File: src/verilog/rvIsaPkg.sv
// RV32I subset only: no compressed forms, jalr, system ops or sub-word loads and stores
package rvIsaPkg;

	// Major opcodes, instruction bits [6:0]
	typedef enum logic [6:0] {
		OP     = 7'b0110011,
		OP_IMM = 7'b0010011,
		LOAD   = 7'b0000011,
		STORE  = 7'b0100011,
		BRANCH = 7'b1100011,
		JAL    = 7'b1101111
	} opcodeE;

	// ALU operation is {funct7[5], funct3}
	typedef enum logic [3:0] {
		ADD = 4'b0000,
		SUB = 4'b1000,
		SLL = 4'b0001,
		SLT = 4'b0010,
		XOR = 4'b0100,
		SRL = 4'b0101,
		SRA = 4'b1101,
		OR  = 4'b0110,
		AND = 4'b0111
	} aluOpE;

	// funct3 values that decode looks at directly
	localparam logic [2:0] F3_BEQ = 3'b000;
	localparam logic [2:0] F3_BNE = 3'b001;
	localparam logic [2:0] F3_SRX = 3'b101; // srl, sra and their immediate forms

endpackage

File: src/verilog/pipePkg.sv
// Pipeline-wide constants; the decoder slices fixed 32-bit fields, so XLEN must stay 32
package pipePkg;

	localparam int XLEN       = 32;
	localparam int REG_ADDR_W = 5;

	localparam logic [31:0] NOP_INST = 32'h0000_0013; // addi x0, x0, 0

	// Control bits that travel with an instruction from decode onward
	typedef struct packed {
		logic            regWrite;
		logic            memRead;
		logic            memWrite;
		logic            memToReg;
		logic            aluSrc;
		logic            isJump;   // jal, write back the link address
		rvIsaPkg::aluOpE aluOp;
	} ctrlT;

endpackage

File: src/verilog/resultBusIf.sv
// Register-write result of one stage; rd and data mean nothing while regWrite is low
interface resultBusIf #(
	parameter int XLEN = pipePkg::XLEN
);
	logic                           regWrite;
	logic [pipePkg::REG_ADDR_W-1:0] rd;
	logic [XLEN-1:0]                data;
	logic                           isLoad;   // data is not the final value yet

	modport source (output regWrite, rd, data, isLoad);
	modport sink   (input  regWrite, rd, data, isLoad);
endinterface

File: src/verilog/fetchStage.sv
// Word-aligned fetch only; the instruction port returns the word in the same cycle
module fetchStage #(
	parameter int XLEN = pipePkg::XLEN
) (
	input  logic            clk,
	input  logic            rst_n,
	input  logic            freeze,
	input  logic            hold,
	input  logic            redirect,
	input  logic [XLEN-1:0] target,
	input  logic [XLEN-1:0] imemRdata,
	output logic [XLEN-3:0] imemAddr,
	output logic [XLEN-1:0] idPc,
	output logic [XLEN-1:0] idPcPlus4,
	output logic [XLEN-1:0] idInst
);
	logic [XLEN-1:0] pc;
	logic [XLEN-1:0] pcPlus4;
	logic            advance;

	assign pcPlus4  = pc + XLEN'(4);
	assign imemAddr = pc[XLEN-1:2];
	assign advance  = !(freeze || hold);

	// PC and fetched word
	always_ff @(posedge clk) begin
		if (!rst_n) begin
			pc     <= '0;
			idInst <= pipePkg::NOP_INST;
		end else if (advance) begin
			pc     <= redirect ? target : pcPlus4;
			// Word after a taken branch or jal is squashed
			idInst <= redirect ? pipePkg::NOP_INST : {<<8{imemRdata}};
		end
	end

	always_ff @(posedge clk) begin
		if (advance) begin
			idPc      <= pc;
			idPcPlus4 <= pcPlus4;
		end
	end

endmodule

File: src/verilog/regFile.sv
// x0 is hardwired to zero; a read of the register being written returns the new value
module regFile #(
	parameter int XLEN = pipePkg::XLEN
) (
	input  logic                           clk,
	input  logic                           rst_n,
	input  logic [pipePkg::REG_ADDR_W-1:0] rs1,
	input  logic [pipePkg::REG_ADDR_W-1:0] rs2,
	resultBusIf.sink                       wb,
	output logic [XLEN-1:0]                rs1Data,
	output logic [XLEN-1:0]                rs2Data
);
	localparam int RW   = pipePkg::REG_ADDR_W;
	localparam int NREG = 2 ** RW;

	logic [XLEN-1:0] regs [1:NREG-1];

	function automatic logic [XLEN-1:0] readPort(input logic [RW-1:0] addr);
		if (addr == '0) begin
			return '0;
		end
		if (wb.regWrite && wb.rd == addr) begin
			return wb.data; // write-through
		end
		return regs[addr];
	endfunction

	always_comb begin
		rs1Data = readPort(rs1);
		rs2Data = readPort(rs2);
	end

	always_ff @(posedge clk) begin
		if (!rst_n) begin
			for (int i = 1; i < NREG; i++) begin
				regs[i] <= '0;
			end
		end else if (wb.regWrite && wb.rd != '0) begin
			regs[wb.rd] <= wb.data;
		end
	end

endmodule

File: src/verilog/decodeStage.sv
// Branches resolve here; a source still in execute, or a load in memory, costs a bubble
module decodeStage #(
	parameter int XLEN = pipePkg::XLEN
) (
	input  logic                           clk,
	input  logic                           rst_n,
	input  logic                           freeze,
	input  logic [XLEN-1:0]                idPc,
	input  logic [XLEN-1:0]                idPcPlus4,
	input  logic [XLEN-1:0]                idInst,
	resultBusIf.sink                       memBus,
	resultBusIf.sink                       wbBus,
	output logic                           hold,
	output logic                           redirect,
	output logic [XLEN-1:0]                target,
	output pipePkg::ctrlT                  exCtrl,
	output logic [pipePkg::REG_ADDR_W-1:0] exRs1,
	output logic [pipePkg::REG_ADDR_W-1:0] exRs2,
	output logic [XLEN-1:0]                exRs1Data,
	output logic [XLEN-1:0]                exRs2Data,
	output logic [XLEN-1:0]                exImm,
	output logic [pipePkg::REG_ADDR_W-1:0] exRd,
	output logic [XLEN-1:0]                exPcPlus4,
	output logic                           exIsLoad
);
	localparam int RW = pipePkg::REG_ADDR_W;

	logic [RW-1:0]   rs1;
	logic [RW-1:0]   rs2;
	logic [RW-1:0]   rd;
	logic [2:0]      funct3;
	logic [XLEN-1:0] rs1Data;
	logic [XLEN-1:0] rs2Data;
	logic [XLEN-1:0] cmpA;
	logic [XLEN-1:0] cmpB;
	logic [XLEN-1:0] immI;
	logic [XLEN-1:0] immS;
	logic [XLEN-1:0] immB;
	logic [XLEN-1:0] immJ;
	logic [XLEN-1:0] imm;
	pipePkg::ctrlT   ctrl;
	logic            isBranch;
	logic            useRs1;
	logic            useRs2;
	logic            taken;
	logic            loadUse;
	logic            branchDep;

	assign rs1    = idInst[19:15];
	assign rs2    = idInst[24:20];
	assign rd     = idInst[11:7];
	assign funct3 = idInst[14:12];

	regFile #(.XLEN(XLEN)) regFile_inst (
		.clk     (clk),
		.rst_n   (rst_n),
		.rs1     (rs1),
		.rs2     (rs2),
		.wb      (wbBus),
		.rs1Data (rs1Data),
		.rs2Data (rs2Data)
	);

	assign immI = {{(XLEN-11){idInst[31]}}, idInst[30:20]};
	assign immS = {{(XLEN-11){idInst[31]}}, idInst[30:25], idInst[11:7]};
	assign immB = {{(XLEN-12){idInst[31]}}, idInst[7], idInst[30:25], idInst[11:8], 1'b0};
	assign immJ = {{(XLEN-20){idInst[31]}}, idInst[19:12], idInst[20], idInst[30:21], 1'b0};

	// ==================================================================
	// Main and ALU control
	// ==================================================================
	always_comb begin
		ctrl       = '0;
		ctrl.aluOp = rvIsaPkg::ADD; // address and default add
		isBranch   = 1'b0;
		useRs1     = 1'b0;
		useRs2     = 1'b0;
		imm        = immI;
		case (rvIsaPkg::opcodeE'(idInst[6:0]))
			rvIsaPkg::OP: begin
				ctrl.regWrite = 1'b1;
				ctrl.aluOp    = rvIsaPkg::aluOpE'({idInst[30], funct3});
				useRs1        = 1'b1;
				useRs2        = 1'b1;
			end
			rvIsaPkg::OP_IMM: begin
				ctrl.regWrite = 1'b1;
				ctrl.aluSrc   = 1'b1;
				// Only srai keeps funct7[5]
				ctrl.aluOp = rvIsaPkg::aluOpE'({funct3 == rvIsaPkg::F3_SRX && idInst[30], funct3});
				useRs1     = 1'b1;
				if (funct3[1:0] == 2'b01) begin
					imm = {{(XLEN-5){1'b0}}, idInst[24:20]}; // shamt
				end
			end
			rvIsaPkg::LOAD: begin
				ctrl.regWrite = 1'b1;
				ctrl.memRead  = 1'b1;
				ctrl.memToReg = 1'b1;
				ctrl.aluSrc   = 1'b1;
				useRs1        = 1'b1;
			end
			rvIsaPkg::STORE: begin
				ctrl.memWrite = 1'b1;
				ctrl.aluSrc   = 1'b1;
				useRs1        = 1'b1;
				useRs2        = 1'b1;
				imm           = immS;
			end
			rvIsaPkg::BRANCH: begin
				isBranch = 1'b1;
				useRs1   = 1'b1;
				useRs2   = 1'b1;
			end
			rvIsaPkg::JAL: begin
				ctrl.regWrite = 1'b1;
				ctrl.isJump   = 1'b1;
			end
			default: ; // Unsupported opcode runs as a bubble
		endcase
	end

	// ==================================================================
	// Branch resolution and hazards
	// ==================================================================
	function automatic logic [XLEN-1:0] memFwd(
		input logic [RW-1:0]   src,
		input logic [XLEN-1:0] regVal
	);
		if (src != '0 && memBus.regWrite && memBus.rd == src) begin
			return memBus.data;
		end
		return regVal; // already holds the writeback value
	endfunction

	function automatic logic reads(input logic [RW-1:0] dst);
		return dst != '0 && ((useRs1 && dst == rs1) || (useRs2 && dst == rs2));
	endfunction

	always_comb begin
		cmpA = memFwd(rs1, rs1Data);
		cmpB = memFwd(rs2, rs2Data);
		// A load in memory has no data for the comparator yet
		loadUse = (exIsLoad && reads(exRd))
			|| (isBranch && memBus.isLoad && memBus.regWrite && reads(memBus.rd));
		branchDep = isBranch && exCtrl.regWrite && reads(exRd);
	end

	assign taken = isBranch
		&& ((funct3 == rvIsaPkg::F3_BEQ && cmpA == cmpB)
		|| (funct3 == rvIsaPkg::F3_BNE && cmpA != cmpB));
	assign target   = idPc + (ctrl.isJump ? immJ : immB);
	assign hold     = loadUse || branchDep;
	assign redirect = !hold && (ctrl.isJump || taken);

	// ID/EX register
	always_ff @(posedge clk) begin
		if (!rst_n) begin
			exCtrl   <= '0;
			exIsLoad <= 1'b0;
		end else if (!freeze) begin
			exCtrl   <= hold ? pipePkg::ctrlT'('0) : ctrl; // bubble on hold
			exIsLoad <= !hold && ctrl.memRead;
		end
	end

	always_ff @(posedge clk) begin
		if (!freeze) begin
			exRs1     <= rs1;
			exRs2     <= rs2;
			exRs1Data <= rs1Data;
			exRs2Data <= rs2Data;
			exImm     <= imm;
			exRd      <= rd;
			exPcPlus4 <= idPcPlus4;
		end
	end

endmodule

File: src/verilog/executeStage.sv
// The stall logic keeps a load out of memory while its consumer executes, so no load check here
module executeStage #(
	parameter int XLEN = pipePkg::XLEN
) (
	input  logic                           clk,
	input  logic                           rst_n,
	input  logic                           freeze,
	input  pipePkg::ctrlT                  exCtrl,
	input  logic [pipePkg::REG_ADDR_W-1:0] exRs1,
	input  logic [pipePkg::REG_ADDR_W-1:0] exRs2,
	input  logic [XLEN-1:0]                exRs1Data,
	input  logic [XLEN-1:0]                exRs2Data,
	input  logic [XLEN-1:0]                exImm,
	input  logic [pipePkg::REG_ADDR_W-1:0] exRd,
	input  logic [XLEN-1:0]                exPcPlus4,
	resultBusIf.sink                       wbBus,
	resultBusIf.source                     memBus,
	output pipePkg::ctrlT                  memCtrl,
	output logic [XLEN-1:0]                memStoreData,
	output logic [XLEN-1:0]                memPcPlus4
);
	localparam int RW  = pipePkg::REG_ADDR_W;
	localparam int SHW = $clog2(XLEN);

	logic [XLEN-1:0] opA;
	logic [XLEN-1:0] opB;
	logic [XLEN-1:0] storeVal;
	logic [XLEN-1:0] aluOut;
	logic [XLEN-1:0] resultQ;
	logic [RW-1:0]   rdQ;

	// ==================================================================
	// Operand forwarding
	// ==================================================================
	function automatic logic [XLEN-1:0] fwd(
		input logic [RW-1:0]   src,
		input logic [XLEN-1:0] regVal
	);
		if (src != '0 && memBus.regWrite && memBus.rd == src) begin
			return memBus.data; // Youngest producer wins
		end
		if (src != '0 && wbBus.regWrite && wbBus.rd == src) begin
			return wbBus.data;
		end
		return regVal;
	endfunction

	always_comb begin
		opA      = fwd(exRs1, exRs1Data);
		storeVal = fwd(exRs2, exRs2Data);
		opB      = exCtrl.aluSrc ? exImm : storeVal;
	end

	// ==================================================================
	// ALU
	// ==================================================================
	always_comb begin
		case (exCtrl.aluOp)
			rvIsaPkg::ADD: aluOut = opA + opB;
			rvIsaPkg::SUB: aluOut = opA - opB;
			rvIsaPkg::SLL: aluOut = opA << opB[SHW-1:0];
			rvIsaPkg::SLT: aluOut = XLEN'($signed(opA) < $signed(opB));
			rvIsaPkg::XOR: aluOut = opA ^ opB;
			rvIsaPkg::SRL: aluOut = opA >> opB[SHW-1:0];
			rvIsaPkg::SRA: aluOut = $signed(opA) >>> opB[SHW-1:0];
			rvIsaPkg::OR:  aluOut = opA | opB;
			rvIsaPkg::AND: aluOut = opA & opB;
			default:       aluOut = '0; // sltu and friends are not decoded
		endcase
	end

	// EX/MEM register
	always_ff @(posedge clk) begin
		if (!rst_n) begin
			memCtrl <= '0;
		end else if (!freeze) begin
			memCtrl <= exCtrl;
		end
	end

	always_ff @(posedge clk) begin
		if (!freeze) begin
			resultQ      <= aluOut;
			memStoreData <= storeVal;
			rdQ          <= exRd;
			memPcPlus4   <= exPcPlus4;
		end
	end

	assign memBus.regWrite = memCtrl.regWrite;
	assign memBus.rd       = rdQ;
	assign memBus.data     = memCtrl.isJump ? memPcPlus4 : resultQ; // Link is what jal writes
	assign memBus.isLoad   = memCtrl.memRead;

endmodule

File: src/verilog/memWbStage.sv
// Word accesses only; data words are byte-reversed in both directions at the port
module memWbStage #(
	parameter int XLEN = pipePkg::XLEN
) (
	input  logic            clk,
	input  logic            rst_n,
	input  logic            freeze,
	resultBusIf.sink        memBus,
	input  pipePkg::ctrlT   memCtrl,
	input  logic [XLEN-1:0] memStoreData,
	input  logic [XLEN-1:0] memPcPlus4,
	input  logic [XLEN-1:0] dmemRdata,
	output logic            dmemRead,
	output logic            dmemWrite,
	output logic [XLEN-3:0] dmemAddr,
	output logic [XLEN-1:0] dmemWdata,
	resultBusIf.source      wbBus
);
	logic [XLEN-1:0]                loadData;
	logic [XLEN-1:0]                resultQ;
	logic [XLEN-1:0]                loadQ;
	logic [XLEN-1:0]                linkQ;
	logic [pipePkg::REG_ADDR_W-1:0] rdQ;
	logic                           regWriteQ;
	logic                           memToRegQ;
	logic                           isJumpQ;

	// Data port straight from EX/MEM
	assign dmemRead  = memCtrl.memRead;
	assign dmemWrite = memCtrl.memWrite;
	assign dmemAddr  = memBus.data[XLEN-1:2];
	assign dmemWdata = {<<8{memStoreData}};
	assign loadData  = {<<8{dmemRdata}};

	// MEM/WB register
	always_ff @(posedge clk) begin
		if (!rst_n) begin
			regWriteQ <= 1'b0;
			memToRegQ <= 1'b0;
			isJumpQ   <= 1'b0;
		end else if (!freeze) begin
			regWriteQ <= memBus.regWrite;
			memToRegQ <= memCtrl.memToReg;
			isJumpQ   <= memCtrl.isJump;
		end
	end

	always_ff @(posedge clk) begin
		if (!freeze) begin
			resultQ <= memBus.data;
			loadQ   <= loadData;
			linkQ   <= memPcPlus4;
			rdQ     <= memBus.rd;
		end
	end

	assign wbBus.regWrite = regWriteQ;
	assign wbBus.rd       = rdQ;
	assign wbBus.data     = isJumpQ ? linkQ : (memToRegQ ? loadQ : resultQ);
	assign wbBus.isLoad   = memToRegQ;

endmodule

File: src/verilog/rvCore.sv
// Either port's stall freezes the whole pipeline; requests then stay on the ports unchanged
module rvCore #(
	parameter int XLEN = pipePkg::XLEN
) (
	input  logic            clk,
	input  logic            rst_n,
	output logic [XLEN-3:0] imemAddr,
	input  logic [XLEN-1:0] imemRdata,
	input  logic            imemStall,
	output logic            dmemRead,
	output logic            dmemWrite,
	output logic [XLEN-3:0] dmemAddr,
	output logic [XLEN-1:0] dmemWdata,
	input  logic [XLEN-1:0] dmemRdata,
	input  logic            dmemStall
);
	localparam int RW = pipePkg::REG_ADDR_W;

	logic            freeze;
	logic            hold;
	logic            redirect;
	logic [XLEN-1:0] target;
	logic [XLEN-1:0] idPc;
	logic [XLEN-1:0] idPcPlus4;
	logic [XLEN-1:0] idInst;
	pipePkg::ctrlT   exCtrl;
	logic [RW-1:0]   exRs1;
	logic [RW-1:0]   exRs2;
	logic [XLEN-1:0] exRs1Data;
	logic [XLEN-1:0] exRs2Data;
	logic [XLEN-1:0] exImm;
	logic [RW-1:0]   exRd;
	logic [XLEN-1:0] exPcPlus4;
	pipePkg::ctrlT   memCtrl;
	logic [XLEN-1:0] memStoreData;
	logic [XLEN-1:0] memPcPlus4;

	resultBusIf #(.XLEN(XLEN)) memBus ();
	resultBusIf #(.XLEN(XLEN)) wbBus ();

	assign freeze = imemStall || dmemStall;

	fetchStage #(.XLEN(XLEN)) fetchStage_inst (
		.clk       (clk),
		.rst_n     (rst_n),
		.freeze    (freeze),
		.hold      (hold),
		.redirect  (redirect),
		.target    (target),
		.imemRdata (imemRdata),
		.imemAddr  (imemAddr),
		.idPc      (idPc),
		.idPcPlus4 (idPcPlus4),
		.idInst    (idInst)
	);

	decodeStage #(.XLEN(XLEN)) decodeStage_inst (
		.clk       (clk),
		.rst_n     (rst_n),
		.freeze    (freeze),
		.idPc      (idPc),
		.idPcPlus4 (idPcPlus4),
		.idInst    (idInst),
		.memBus    (memBus),
		.wbBus     (wbBus),
		.hold      (hold),
		.redirect  (redirect),
		.target    (target),
		.exCtrl    (exCtrl),
		.exRs1     (exRs1),
		.exRs2     (exRs2),
		.exRs1Data (exRs1Data),
		.exRs2Data (exRs2Data),
		.exImm     (exImm),
		.exRd      (exRd),
		.exPcPlus4 (exPcPlus4),
		.exIsLoad  ()            // Only used inside decode
	);

	executeStage #(.XLEN(XLEN)) executeStage_inst (
		.clk          (clk),
		.rst_n        (rst_n),
		.freeze       (freeze),
		.exCtrl       (exCtrl),
		.exRs1        (exRs1),
		.exRs2        (exRs2),
		.exRs1Data    (exRs1Data),
		.exRs2Data    (exRs2Data),
		.exImm        (exImm),
		.exRd         (exRd),
		.exPcPlus4    (exPcPlus4),
		.wbBus        (wbBus),
		.memBus       (memBus),
		.memCtrl      (memCtrl),
		.memStoreData (memStoreData),
		.memPcPlus4   (memPcPlus4)
	);

	memWbStage #(.XLEN(XLEN)) memWbStage_inst (
		.clk          (clk),
		.rst_n        (rst_n),
		.freeze       (freeze),
		.memBus       (memBus),
		.memCtrl      (memCtrl),
		.memStoreData (memStoreData),
		.memPcPlus4   (memPcPlus4),
		.dmemRdata    (dmemRdata),
		.dmemRead     (dmemRead),
		.dmemWrite    (dmemWrite),
		.dmemAddr     (dmemAddr),
		.dmemWdata    (dmemWdata),
		.wbBus        (wbBus)
	);

endmodule

File: config.mk
export PLATFORM = sky130hd
export DESIGN_NAME = rvCore
export DESIGN_NICKNAME = d
export VERILOG_FILES = /design/src/verilog/rvIsaPkg.sv /design/src/verilog/pipePkg.sv /design/src/verilog/resultBusIf.sv /design/src/verilog/fetchStage.sv /design/src/verilog/regFile.sv /design/src/verilog/decodeStage.sv /design/src/verilog/executeStage.sv /design/src/verilog/memWbStage.sv /design/src/verilog/rvCore.sv
export SDC_FILE = /design/constraint.sdc
export NUM_CORES = 2
export LEC_CHECK = 0
export BUFFER_PORTS_ARGS = -buffer_cell sky130_fd_sc_hd__buf_2
export CAP_MARGIN = 20
export CELL_PAD_IN_SITES_DETAIL_PLACEMENT = 1
export CELL_PAD_IN_SITES_GLOBAL_PLACEMENT = 1
export CORE_ASPECT_RATIO = 1.2
export CORE_MARGIN = 10
export CORE_UTILIZATION = 57
export DETAILED_ROUTE_END_ITERATION = 6
export HOLD_SLACK_MARGIN = 0.08
export MAX_ROUTING_LAYER = met4
export PLACE_DENSITY = 0.9
export SLEW_MARGIN = 0
export SYNTH_ARGS = -nofsm -noshare
export SYNTH_HDL_FRONTEND = slang
export SYNTH_SLANG_ARGS = --single-unit
File: constraint.sdc
create_clock -name clk -period 24.1 [get_ports clk]
set_clock_uncertainty 0.05 [all_clocks]
set_input_delay 1.205 -clock clk [delete_from_list [all_inputs] [get_ports clk]]
set_output_delay 1.205 -clock clk [all_outputs]
set_load 0.05 [all_outputs]
==> results.cfg, run 1 <==
[synth]
synth_top_cell_area_share_pct = 50.1
synthesis.area_um2 = 84500
synth_flop_cell = edfxtp_1
synth_top_area_cell = edfxtp_1
yosysSeqAreaShare_pct = 52.3
synth_cell_types = 92
yosys_warnings = 0
synth_edf_count = 1411
synth_seq_cells = 1501
synthArstFlopShare_pct = 0
post_synth.cell_area_avg_um2 = 11.9
yosys-top-cells-area = edfxtp_1, mux4_2, nor2_1, mux2i_1, nand2_1
synthCells = 7084

[cts]
root_buffer = clkbuf_16
clk_path_buf_depth = 3
clock-sinks = 1501
cts_resized = 0
post_cts_buffers = 0
cts_buffers = 153
cts_hold_buf = 0
htreeDepth = 4

[outcome]
stop_stage = 5_1_grt
firstError = [ERROR GRT-0232] Routing congestion too high. Check the congestion heatmap in the GUI.
status = stopped before the end

[global_routing]
grt_overflow = 37
antenna_found_initial = 79
grt_max_degree = 127
grt_usage_pct = 72.1

[placement]
gp_congestion = 1.01
dpl.hpwl_um = 246000
port_buffers = 161

[floorplanning]
die_w_um = 371
ios = 162
rows = 154
initial_core_util_pct = 57.5
dieHeight_um = 442
==> cells in the mapped netlist, types with 31 or more instances <==
library cell / number
edfxtp_1: 1411
o21ai_0: 203
mux2i_1: 417
ha_1: 128
xnor2_1: 98
a211oi_1: 84
xor2_1: 35
nand3_1: 132
o211ai_1: 48
a22oi_1: 96
inv_1: 146
and2_1: 32
nor2_1: 1319
nand4_1: 40
and3_1: 37
buf_4: 91
mux2_2: 67
mux4_2: 489
a21o_1: 55
a21oi_1: 274
o21a_1: 49
nand2_1: 491
buf_2: 73
buf_1: 74
dfxtp_1: 90
clkbuf_1: 410
nor3_1: 85
a31oi_1: 31
o22ai_1: 61
==> logic make-up after synthesis <==
group	Yosys count	synth area share, %
AND/OR/NAND/NOR	2330	11.7
flip-flops	1501	52.3
AO/OA/AOI/OAI	1177	9.26
multiplexers	977	18.9
buffers and inverters	834	4.47
XOR/XNOR	133	1.38
adder cells (fa/ha/maj)	131	1.97
other	1	0.00444
==> layer usage <==
| layer | global-route usage [%] | overflow |
|---|---|---|
| met1 | 70.2 | 8 |
| met2 | 82.8 | 13 |
| met3 | 65.4 | 4 |
| met4 | 64.4 | 12 |
| met5 | - | - |
==> through the flow <==
stage | util (%) | hold slack, ns | std cells | cell area (um^2) | setup slack, ns
2_1_floorplan | - | 0.350 | 7115 | 84600 | 12.50
3_3_place_gp | 59.0 | 0.351 | 8781 | 86800 | 16.20
3_5_place_dp | 59.0 | 0.356 | 8783 | 86800 | 15.94
4_1_cts | 62.4 | 0.365 | 9060 | 91700 | 15.72
==> run 2: changes to the inputs <==
--- a/config.mk
+++ b/config.mk
@@ -7,15 +7,10 @@
 export LEC_CHECK = 0
 export BUFFER_PORTS_ARGS = -buffer_cell sky130_fd_sc_hd__buf_2
 export CAP_MARGIN = 20
-export CELL_PAD_IN_SITES_DETAIL_PLACEMENT = 1
-export CELL_PAD_IN_SITES_GLOBAL_PLACEMENT = 1
-export CORE_ASPECT_RATIO = 1.2
 export CORE_MARGIN = 10
-export CORE_UTILIZATION = 57
+export CORE_UTILIZATION = 40
 export DETAILED_ROUTE_END_ITERATION = 6
-export HOLD_SLACK_MARGIN = 0.08
-export MAX_ROUTING_LAYER = met4
-export PLACE_DENSITY = 0.9
+export PLACE_DENSITY_LB_ADDON = 0.15
 export SLEW_MARGIN = 0
 export SYNTH_ARGS = -nofsm -noshare
 export SYNTH_HDL_FRONTEND = slang
==> results.cfg, run 2 <==
[synth]
yosys_warnings = 0
synthArstFlopShare_pct = 0
yosysMostFrequentCell = edfxtp_1
synthCells = 7084
yosysSeqAreaShare_pct = 52.3
post_synth.cell_area_avg_um2 = 11.9
synth_top_cell_area_share_pct = 50.1
yosys-top-cells-area = edfxtp_1, mux4_2, nor2_1, mux2i_1, nand2_1
ys_top_cells_by_count = edfxtp_1, nor2_1, nand2_1
synth_top_area_cell = edfxtp_1
synth_seq_cells = 1501
synthesis.area_um2 = 84500
synth_flop_cell = edfxtp_1
synth_edf_count = 1411
synth_cell_types = 92

[placement]
gp_congestion = 0.940
post-place-ws_ns = 15.56
port_buffers = 161
dp_cells = 9626
dpl.hpwl_um = 231000

[outcome]
status = finished clean

[sta]
slew_viol_final = 0
hold_violations = 0
fin_ws_ns = 15.51
setup_viol = 0
worst_pin_slew_ns = 1.17
rsz0062_at_grt = false
timing.hold.ws_ns = 0.352
final.setup.tns_ns = 0
fin_crit_ns = 8.59
timing.final.crit_share_pct = 35.7
maxSlewHeadroom_pct = 21.2
fmax_ghz = 0.116

[global_routing]
antenna_found_initial = 14
grt_pass1_wl_um = 482000
grt_pass1_vias = 61781
grt_usage_pct = 29.2
grt_overflow = 0
grt_max_degree = 109

[setup_path]
crit_path_end_kind = flip-flop
crit_path_cell_trace = buf_4 > buf_4 > buf_4 > mux4_2 > mux2i_1 > o22ai_1 > a21oi_1 > o22ai_1 > xor2_1 > o2111ai_1 > nor4bb_1 > nand4_1 > or3_4 > a311oi_4 > buf_4 > mux2i_1 > a211oi_1
worstSetupPathType = reg2reg
slowest_delay_ns = 0.77
cpMostUsedCell = buf_4
slowest_stage = dfxtp_4
cp_max_fo = 78
arrival_ns = 9.21
critPathBufInv = 4
critPathTopFamily = buffers and inverters
cp-start-kind = flip-flop
required_ns = 24.71

[floorplanning]
ios = 162
die-area_um2 = 230000
initial_core_util_pct = 40.3
rows = 168
dieHeight_um = 480
coreArea_um2 = 210000
die_w_um = 480

[power_and_ir_drop]
p_sw_share_pct = 28.6
switchingPower_mw = 1.89
power.share.clock_pct = 38.4
p_per_area_nw_per_um2 = 70.8
comb_power_share_pct = 15.6
leakage_nw = 33.5
intPower_mw = 4.71
ir_worst_vdd_mv = 0.0834
power_frac_seq_pct = 46.0

[final_layout]
multiInputGateArea_um2 = 37000
seqCellArea_um2 = 44200
drive_gt1_share_pct = 18.3
largest-register = decodeStage_inst.regFile_inst.regs
synthToLayoutAreaGrowth_pct = 10.3
final_cell_mix = edfxtp_1, nor2_1, mux4_2
largest_reg_flops = 1024
nets = 7192
final_cells = 9932
nFillCells = 19375
final_common_cell = edfxtp_1

[cts]
cts_buffers = 167
cts_tree = built
cts_hold_buf = 0
cts_resized = 0
clock_latency_ns = 0.85
clock-sinks = 1501
clk_pin_slew_ns = 0.06
htreeDepth = 4
root_buffer = clkbuf_16
post_cts_buffers = 0
clk_path_buf_depth = 3

[route]
first_pass_iters = 6
avgViaCountPerCell = 6.45
drc = 0
num_vias = 64066
wirelength_um = 347000
drt-wirelength-per-cell_um = 35.0
antenna_left = 0
drt_iter0_markers = 9676

[worst_hold_path]
hold_class = reg2reg

[flow_run]
cap_viol_max_count = 0
run 2: cell counts after synthesis:
No cell type changed its count.
run 2: layout make-up:
class	count	area share [%]
sequential	1501	47.4
timing repair buffer	386	2.77
inverter	157	0.646
clock inverter	80	0.865
multi-input combinational	4780	39.7
antenna	6	0.0161
clock buffer	217	4.79
tap	2805	3.77
run 2: worst paths after layout:
check / depth (start not counted) / start / to / slack, ns
max: 17 / flip-flop / fetchStage_inst.pc[11] / 15.51
min: 0 / decodeStage_inst.exPcPlus4[5] / executeStage_inst.memPcPlus4[5] / 0.35
max reg2reg: 17 / flip-flop / fetchStage_inst.pc[11] / 15.51
min reg2reg: 0 / decodeStage_inst.exPcPlus4[5] / executeStage_inst.memPcPlus4[5] / 0.35
run 2: power groups by stage:
stage	clock network [mW]	registers [mW]	logic (mW)
after global routing	2.66	3.04	1.06
after CTS	2.56	3.03	1.00
after detailed placement	0	3.09	0.996
after floorplan	0	3.06	0.625
after global placement	0	3.08	0.996
final	2.54	3.03	1.03
run 2: routing by layer:
layer	share of wire, %	wire [um]	track usage, %
met5	0.020	68	0
met4	4.5	15500	11.4
met3	11	36800	5.53
met1	41	142000	41.7
met2	44	152000	43.8
run 2: cells by family after synthesis:
| family | synth area share, % |
|---|---|
| muxes | 18.9 |
| buffers and inverters | 4.47 |
| xor gates and xnor gates | 1.38 |
| and+or+nand+nor | 11.7 |
| adders and majority gates | 1.97 |
| other | 0.00444 |
| DFF | 52.3 |
| AOI/OAI and AO/OA | 9.26 |
run 2: metrics by stage:
| step | instance area [um^2] | total power, mW | util (%) |
|---|---|---|---|
| after detailed placement | 87900 | 4.08 | 41.9 |
| after global routing | 93200 | 6.77 | 44.4 |
| after floorplan | 84600 | 3.69 | - |
| after global placement | 87800 | 4.08 | 41.8 |
| after CTS | 93100 | 6.59 | 44.4 |
| final | 93200 | 6.60 | 44.4 |
Note: power is estimated with default switching activity, not from simulation.
